## src/sorter_pkg.sv

```systemverilog
// Shared constants, chunk control struct, serializer states and Batcher comparator map
`default_nettype none

package sorter_pkg;

    // Words per chunk and depth of the odd-even merge network for that size
    localparam int lanes = 8;
    localparam int num_layers = 6;

    // Chunk length, 1 to 8
    typedef logic [3:0] count_t;

    // Control that travels beside each chunk through the network
    typedef struct packed {
        logic   valid;
        count_t count;
    } chunk_ctrl_t;

    typedef enum logic {
        state_idle,
        state_emit
    } ser_state_t;

    // Returns the partner lane of a lane in one layer of the 8-input odd-even merge network.
    // A lane without a comparator in that layer returns itself.
    // The lower lane of each pair keeps the smaller value
    function automatic logic [2:0] batcher_partner(input int layer, input int lane,
                                                   output logic keep_min);
        int p;
        p = lane;
        case (layer)
            0: p = lane ^ 1;
            1: p = lane ^ 2;
            2: begin
                if (lane % 4 == 1) p = lane + 1;
                else if (lane % 4 == 2) p = lane - 1;
            end
            3: p = lane ^ 4;
            4: begin
                if (lane == 2 || lane == 3) p = lane + 2;
                else if (lane == 4 || lane == 5) p = lane - 2;
            end
            5: begin
                if (lane >= 1 && lane <= 6) p = (lane % 2 == 1) ? lane + 1 : lane - 1;
            end
            default: p = lane;
        endcase
        keep_min = (p > lane);
        return 3'(p);
    endfunction

endpackage

`default_nettype wire

```

## src/chunk_collector.sv

```systemverilog
// Double-buffered serial-to-parallel collector that zero-pads short chunks and launches them
`timescale 1ns/10ps
`default_nettype none

module chunk_collector #(
    parameter int DATA_WIDTH = 16
) (
    input  wire logic                                             clock,
    input  wire logic                                             rst,
    input  wire logic                                             advance,
    input  wire sorter_pkg::count_t                               chunk_size,
    input  wire logic [DATA_WIDTH-1:0]                            in_data,
    input  wire logic                                             in_valid,
    output logic [sorter_pkg::lanes-1:0][DATA_WIDTH-1:0]          chunk_data,
    output sorter_pkg::chunk_ctrl_t                               chunk_ctrl
);

    // Two chunk buffers, one being filled while the other is presented
    logic [1:0][sorter_pkg::lanes-1:0][DATA_WIDTH-1:0] buffers;
    logic                                              fill_sel;
    logic [2:0]                                        fill_index;
    sorter_pkg::count_t                                chunk_len;
    sorter_pkg::chunk_ctrl_t                           launch_ctrl;

    sorter_pkg::count_t cur_len;
    logic               last_word;

    // The length is taken from the port on the first word of a chunk
    assign cur_len   = (fill_index == 3'd0) ? chunk_size : chunk_len;
    assign last_word = ({1'b0, fill_index} == cur_len - 4'd1);

    always_ff @(posedge clock) begin
        if (rst) begin
            buffers     <= '0;
            fill_sel    <= 1'b0;
            fill_index  <= 3'd0;
            chunk_len   <= 4'd0;
            launch_ctrl <= '0;
        end else if (advance) begin
            // A word only moves when the whole pipeline moves
            // Presented chunk is taken by layer 0 on this edge unless a new one replaces it
            launch_ctrl.valid <= 1'b0;
            if (in_valid) begin
                buffers[fill_sel][fill_index] <= in_data;
                if (fill_index == 3'd0) begin
                    chunk_len <= chunk_size;
                end
                if (last_word) begin
                    fill_index <= 3'd0;
                    fill_sel   <= ~fill_sel;
                    // The old presented buffer becomes the fill buffer and starts as padding
                    buffers[~fill_sel] <= '0;
                    launch_ctrl.valid  <= 1'b1;
                    launch_ctrl.count  <= cur_len;
                end else begin
                    fill_index <= fill_index + 3'd1;
                end
            end
        end
    end

    assign chunk_data = buffers[~fill_sel];
    assign chunk_ctrl = launch_ctrl;

endmodule

`default_nettype wire

```

## src/merge_layer.sv

```systemverilog
// One registered compare-exchange layer of the 8-lane Batcher odd-even merge network
`timescale 1ns/10ps
`default_nettype none

module merge_layer #(
    parameter int DATA_WIDTH = 16,
    parameter int LAYER = 0
) (
    input  wire logic                                             clock,
    input  wire logic                                             rst,
    input  wire logic                                             advance,
    input  wire logic [sorter_pkg::lanes-1:0][DATA_WIDTH-1:0]     in_data,
    input  wire sorter_pkg::chunk_ctrl_t                          in_ctrl,
    output logic [sorter_pkg::lanes-1:0][DATA_WIDTH-1:0]          out_data,
    output sorter_pkg::chunk_ctrl_t                               out_ctrl
);

    logic [sorter_pkg::lanes-1:0][DATA_WIDTH-1:0] exchanged;

    // Each lane looks up its partner and keeps either the smaller or the larger of the pair
    always_comb begin
        logic [2:0]            partner;
        logic                  keep_min;
        logic [DATA_WIDTH-1:0] own;
        logic [DATA_WIDTH-1:0] other;
        for (int i = 0; i < sorter_pkg::lanes; i++) begin
            partner = sorter_pkg::batcher_partner(LAYER, i, keep_min);
            own     = in_data[i];
            other   = in_data[partner];
            if (int'(partner) == i) begin
                // No comparator on this lane in this layer
                exchanged[i] = own;
            end else if (keep_min) begin
                exchanged[i] = (other < own) ? other : own;
            end else begin
                exchanged[i] = (other > own) ? other : own;
            end
        end
    end

    // Chunk control moves one layer on each enabled edge, in step with the data
    always_ff @(posedge clock) begin
        if (rst) begin
            out_ctrl <= '0;
        end else if (advance) begin
            out_ctrl <= in_ctrl;
        end
    end

    always_ff @(posedge clock) begin
        if (advance) begin
            out_data <= exchanged;
        end
    end

endmodule

`default_nettype wire

```

## src/sorted_serializer.sv

```systemverilog
// Holds one sorted chunk and emits its real words in ascending order with a last marker
`timescale 1ns/10ps
`default_nettype none

module sorted_serializer #(
    parameter int DATA_WIDTH = 16
) (
    input  wire logic                                             clock,
    input  wire logic                                             rst,
    input  wire logic [sorter_pkg::lanes-1:0][DATA_WIDTH-1:0]     in_data,
    input  wire sorter_pkg::chunk_ctrl_t                          in_ctrl,
    input  wire logic                                             out_ready,
    output logic                                                  advance,
    output logic [DATA_WIDTH-1:0]                                 out_data,
    output logic                                                  out_valid,
    output logic                                                  out_last
);

    sorter_pkg::ser_state_t                       state;
    logic [sorter_pkg::lanes-1:0][DATA_WIDTH-1:0] hold_data;
    logic [2:0]                                   read_index;
    logic [2:0]                                   start_index;

    // Padding zeros sit in the low lanes, so the real words start at lanes minus count
    assign start_index = 3'(sorter_pkg::lanes - int'(in_ctrl.count));

    assign out_valid = (state == sorter_pkg::state_emit);
    assign out_last  = out_valid && (read_index == 3'(sorter_pkg::lanes - 1));
    assign out_data  = hold_data[read_index];

    // A new chunk can enter when idle or when the final word leaves on this edge
    assign advance = (state == sorter_pkg::state_idle) || (out_last && out_ready);

    always_ff @(posedge clock) begin
        if (rst) begin
            state      <= sorter_pkg::state_idle;
            read_index <= 3'd0;
        end else begin
            case (state)
                sorter_pkg::state_idle: begin
                    if (in_ctrl.valid) begin
                        state      <= sorter_pkg::state_emit;
                        read_index <= start_index;
                    end
                end
                sorter_pkg::state_emit: begin
                    if (out_ready) begin
                        if (out_last) begin
                            // Take the next chunk straight away if layer 5 has one
                            if (in_ctrl.valid) begin
                                read_index <= start_index;
                            end else begin
                                state <= sorter_pkg::state_idle;
                            end
                        end else begin
                            read_index <= read_index + 3'd1;
                        end
                    end
                end
                default: state <= sorter_pkg::state_idle;
            endcase
        end
    end

    always_ff @(posedge clock) begin
        if (advance && in_ctrl.valid) begin
            hold_data <= in_data;
        end
    end

endmodule

`default_nettype wire

```

## src/batcher_sort_top.sv

```systemverilog
// Serial chunk sorter joining the collector, the six-layer Batcher network and the serializer
`timescale 1ns/10ps
`default_nettype none

module batcher_sort_top #(
    parameter int DATA_WIDTH = 16
) (
    input  wire logic                    clock,
    input  wire logic                    rst,
    input  wire sorter_pkg::count_t      chunk_size,
    input  wire logic [DATA_WIDTH-1:0]   in_data,
    input  wire logic                    in_valid,
    input  wire logic                    out_ready,
    output logic                         in_ready,
    output logic [DATA_WIDTH-1:0]        out_data,
    output logic                         out_valid,
    output logic                         out_last
);

    // Stage 0 is the collector output, stage k+1 the output of layer k
    logic [sorter_pkg::num_layers:0][sorter_pkg::lanes-1:0][DATA_WIDTH-1:0] stage_data;
    sorter_pkg::chunk_ctrl_t [sorter_pkg::num_layers:0]                     stage_ctrl;
    logic                                                                   advance;

    assign in_ready = advance;

    chunk_collector #(
        .DATA_WIDTH(DATA_WIDTH)
    ) collector (
        .clock     (clock),
        .rst       (rst),
        .advance   (advance),
        .chunk_size(chunk_size),
        .in_data   (in_data),
        .in_valid  (in_valid),
        .chunk_data(stage_data[0]),
        .chunk_ctrl(stage_ctrl[0])
    );

    for (genvar k = 0; k < sorter_pkg::num_layers; k++) begin : g_layer
        merge_layer #(
            .DATA_WIDTH(DATA_WIDTH),
            .LAYER     (k)
        ) layer (
            .clock   (clock),
            .rst     (rst),
            .advance (advance),
            .in_data (stage_data[k]),
            .in_ctrl (stage_ctrl[k]),
            .out_data(stage_data[k+1]),
            .out_ctrl(stage_ctrl[k+1])
        );
    end

    sorted_serializer #(
        .DATA_WIDTH(DATA_WIDTH)
    ) serializer (
        .clock    (clock),
        .rst      (rst),
        .in_data  (stage_data[sorter_pkg::num_layers]),
        .in_ctrl  (stage_ctrl[sorter_pkg::num_layers]),
        .out_ready(out_ready),
        .advance  (advance),
        .out_data (out_data),
        .out_valid(out_valid),
        .out_last (out_last)
    );

endmodule

`default_nettype wire

```

## config.mk

```make
export PLATFORM = sky130hd
export DESIGN_NAME = batcher_sort_top
export DESIGN_NICKNAME = d
export VERILOG_FILES = /design/src/sorter_pkg.sv /design/src/chunk_collector.sv /design/src/merge_layer.sv /design/src/sorted_serializer.sv /design/src/batcher_sort_top.sv
export SDC_FILE = /design/constraint.sdc
export NUM_CORES = 2
export LEC_CHECK = 0
export ABC_AREA = 1
export BUFFER_PORTS_ARGS = -buffer_cell sky130_fd_sc_hd__buf_2
export CORE_UTILIZATION = 30
export CTS_CLUSTER_DIAMETER = 60
export DETAILED_ROUTE_END_ITERATION = 8
export RECOVER_POWER = 25
export SLEW_MARGIN = 0
export SYNTH_ARGS = -nofsm -noshare
export SYNTH_HDL_FRONTEND = slang
export SYNTH_SLANG_ARGS = --single-unit
```

## constraint.sdc

```tcl
create_clock -name clock -period 76 [get_ports clock]
set_input_delay 15.2 -clock clock [delete_from_list [all_inputs] [get_ports clock]]
set_output_delay 15.2 -clock clock [all_outputs]
set_load 0.03 [all_outputs]
```

==> results.md <==
* Global-route usage over all layers at 0.146
* Critical Path Fanout Max at 2
* Post-Synthesis Cells at 5811
* Initial antenna violation count at 3
* Final net count at 6048
* Largest net degree at the start of global routing at 185
* Post-CTS sizing at 0
* Synthesized area per cell at 9.50 µm²
* Crit. End Element: output port
* Max-slew headroom at -0.140
* Max Cap Viol at 2
* Hold_buf cts at 0
* CP required at 60.80 ns
* Sequential element share of the synthesized area at 0.595
* Yosys cell types at 33
* Asr flop ratio synth at 0
* Synth Net Count at 6131
* Final Max Tran Viols at 98
* Num CTS Buffers at 120
* Arr. time, crit path at 15.76 ns
* CP max-delay cell: nor2_1
* Skew final at 0.0255 ns
* Final setup viols at 0
* Die Width at 431 µm
* GR Overflow Total at 0
* Vias in the first global route at 34800
* Slowest stage delay, CP at 0.22 ns
* Post-synth EDFFs at 896
* Finished Core Util at 0.336
* Clk sinks at 1192
* CTS Buffer Depth at 3
* Yosys warnings at 0
* # DRC at 0
* Placed cell areas at 0.0575 mm²
* Initial Utilization at 0.302
* Status: finished with violations
* Bufs and invs on worst path at 2
* Clk slew on worst S/H paths at 0.06 ns
* Critical path, cell by cell: buf_2, nor2_1, nor2_4, buf_2
* Setup TNS at 0 ns
* Via count at 38400
* CTS tree: done
* Placed cell count at 8068
* DR WL/cell at 16.7 µm
* FMAX at 32.3 MHz
* Mapped cell area at 0.0552 mm²
* Non-filler instance count after layout at 8299
* Failing checks: capacitance limit, slew limit
* Final WS setup at 45.04 ns
* Post-DP HPWL at 101000 µm
* WS Path Type: in -> out
* Clk Latency, worst-skew pair at 0.75 ns
* Area Overhead vs Synth at 11.2%
* Leakage at 25.6 nW
* DR vias/cell at 4.63
* Initial DRC count at 3129
* I/O Pins at 43
* Post-Route WL at 139000 µm
* First-pass GRT wire length at 209000 µm
* Clk root buf: clkbuf_16
* Crit path time final at 30.96 ns
* RSZ-0062 raised after global routing: false
* Power density cells at 48.8 mW/mm²
* Synthesized flop and latch total at 1192
* Antenna Nets Post-Route at 0
* Max VDD drop at 0.0280 mV
* Core area at 0.183 mm²
* Port Buffer Count at 42
* Routability cong. at 0.869
* Post-CTS Setup Repair Bufs at 0
* Worst hold path type: reg -> reg
* Die height at 431 µm
* Fillers at 18300
* Hold Fails Final Rpt at 0
* Most common cell on crit path: buf_2
* Share of cells above drive strength 1 at 0.0657
* Pre-antenna DRT Iters at 8
* Tcrit/Tclk final at 0.407
* CTS H-tree depth at 3
* Cell area after layout at 0.0614 mm²
* Pin slew with the least headroom to its limit at 1.71 ns
* Total die area at 0.186 mm²
* Pre-CTS setup slack at 45.02 ns
* Startpoint Class: input pin
* Ys flop type: edfxtp_1
* Top delay family on crit path: buffers and inverters
* Core Rows at 157
-- kinds of logic (layout without fill, tap and decap cells) --
logic type                 count (synthesis)  in the layout  synth area share
adders and majority gates                296            296            0.0671
AOI/OAI and AO/OA                        666            666            0.0621
buffers and inverters                    714            734            0.0535
xor gates and xnor gates                   4              4          0.000635
other                                      0              4                 0
DFF                                     1192           1192             0.595
and+or+nand+nor                         2939           2939             0.222
-- cells in the mapped netlist (all sizes together) (18+ instances only) --
master	count	area, µm²
a21oi	147	736
a31oi	18	113
buf	130	754
clkbuf	164	616
dfxtp	296	5930
edfxtp	896	26900
ha	296	3700
inv	420	1580
nand2	1447	5480
nand3	398	1990
nor2	734	2790
nor3	280	1480
o21ai	464	2320
or2	61	382
-- area by class of cell --
| type | count | area [µm²] | area share |
|---|---|---|---|
| Sequential cell | 1192 | 32800 | 0.535 |
| Multi-Input combinational cell | 3905 | 19400 | 0.317 |
| Clock buffer | 160 | 3320 | 0.0540 |
| Inverter | 420 | 1580 | 0.0258 |
| Clock inverter | 65 | 564 | 0.00919 |
| Tap cell | 2464 | 3080 | 0.0502 |
| Antenna cell | 4 | 10.0 | 0.000163 |
| Timing Repair Buffer | 89 | 549 | 0.00895 |
-- path summary, 6_finish.rpt --
check	start	to	slack (ns)	cells past startpoint
worst max-delay path	out_ready	in_ready	45.04	4
worst min-delay path	g_layer[1].layer.out_data[72]	g_layer[2].layer.out_data[72]	0.41	0
worst max register to register	serializer.read_index[1]	g_layer[1].layer.out_data[33]	70.92	9
worst min register to register	g_layer[1].layer.out_data[72]	g_layer[2].layer.out_data[72]	0.41	0
-- worst reg2reg max path, stage by stage, from the launching register on --
cell	delay, ns
dfxtp_1	0.33
buf_4	0.40
ha_1	0.24
ha_1	0.19
nor2_2	0.11
nor2_4	0.09
buf_4	0.66
buf_4	0.81
buf_12	0.76
buf_4	1.05
-- registers in the layout, indices dropped and copies added (netlist names) --
name / flops
serializer.hold_data: 128
serializer.read_index: 3
g_layer.layer.out_data: 768
collector.fill_sel: 1
collector.chunk_len: 4
serializer.out_valid: 1
g_layer.layer.out_ctrl: 24
collector.buffers: 256
collector.fill_index: 3
collector.chunk_ctrl: 4
-- placed cells by master (no fill, tap or decap), drive strengths merged, types with 61 or more instances in the layout --
cell / instances
clkbuf: 168
nand3: 398
ha: 296
nor3: 280
dfxtp: 296
edfxtp: 896
nor2: 734
o21ai: 464
nand2: 1447
inv: 426
or2: 61
buf: 81
a21oi: 147
-- per-layer routing --
metal,routed length [µm],vias to the layer above,track usage
li1,-,19400,-
met2,64600,922,0.238
met4,3910,2,0.0439
met5,8,-,0
met3,6670,182,0.0208
met1,63600,17900,0.201
-- per-stage QoR --
| stage | hold slack [ns] | power, W |
|---|---|---|
| 4_1_cts | 0.415 | 0.00302 |
| 2_1_floorplan | 0.400 | 0.00225 |
| 5_1_grt | 0.419 | 0.00322 |
| 3_3_place_gp | 0.401 | 0.00241 |
| 3_5_place_dp | 0.405 | 0.00244 |
| 6_report | 0.415 | 0.00300 |
-- power breakdown --
group	switching, W	internal (W)
sequential	0.000162	0.00112
combinational	0.000836	0.000307
clock	0.000249	0.000327
total	0.00125	0.00175
No activity file was read; power rests on OpenSTA's default activity.
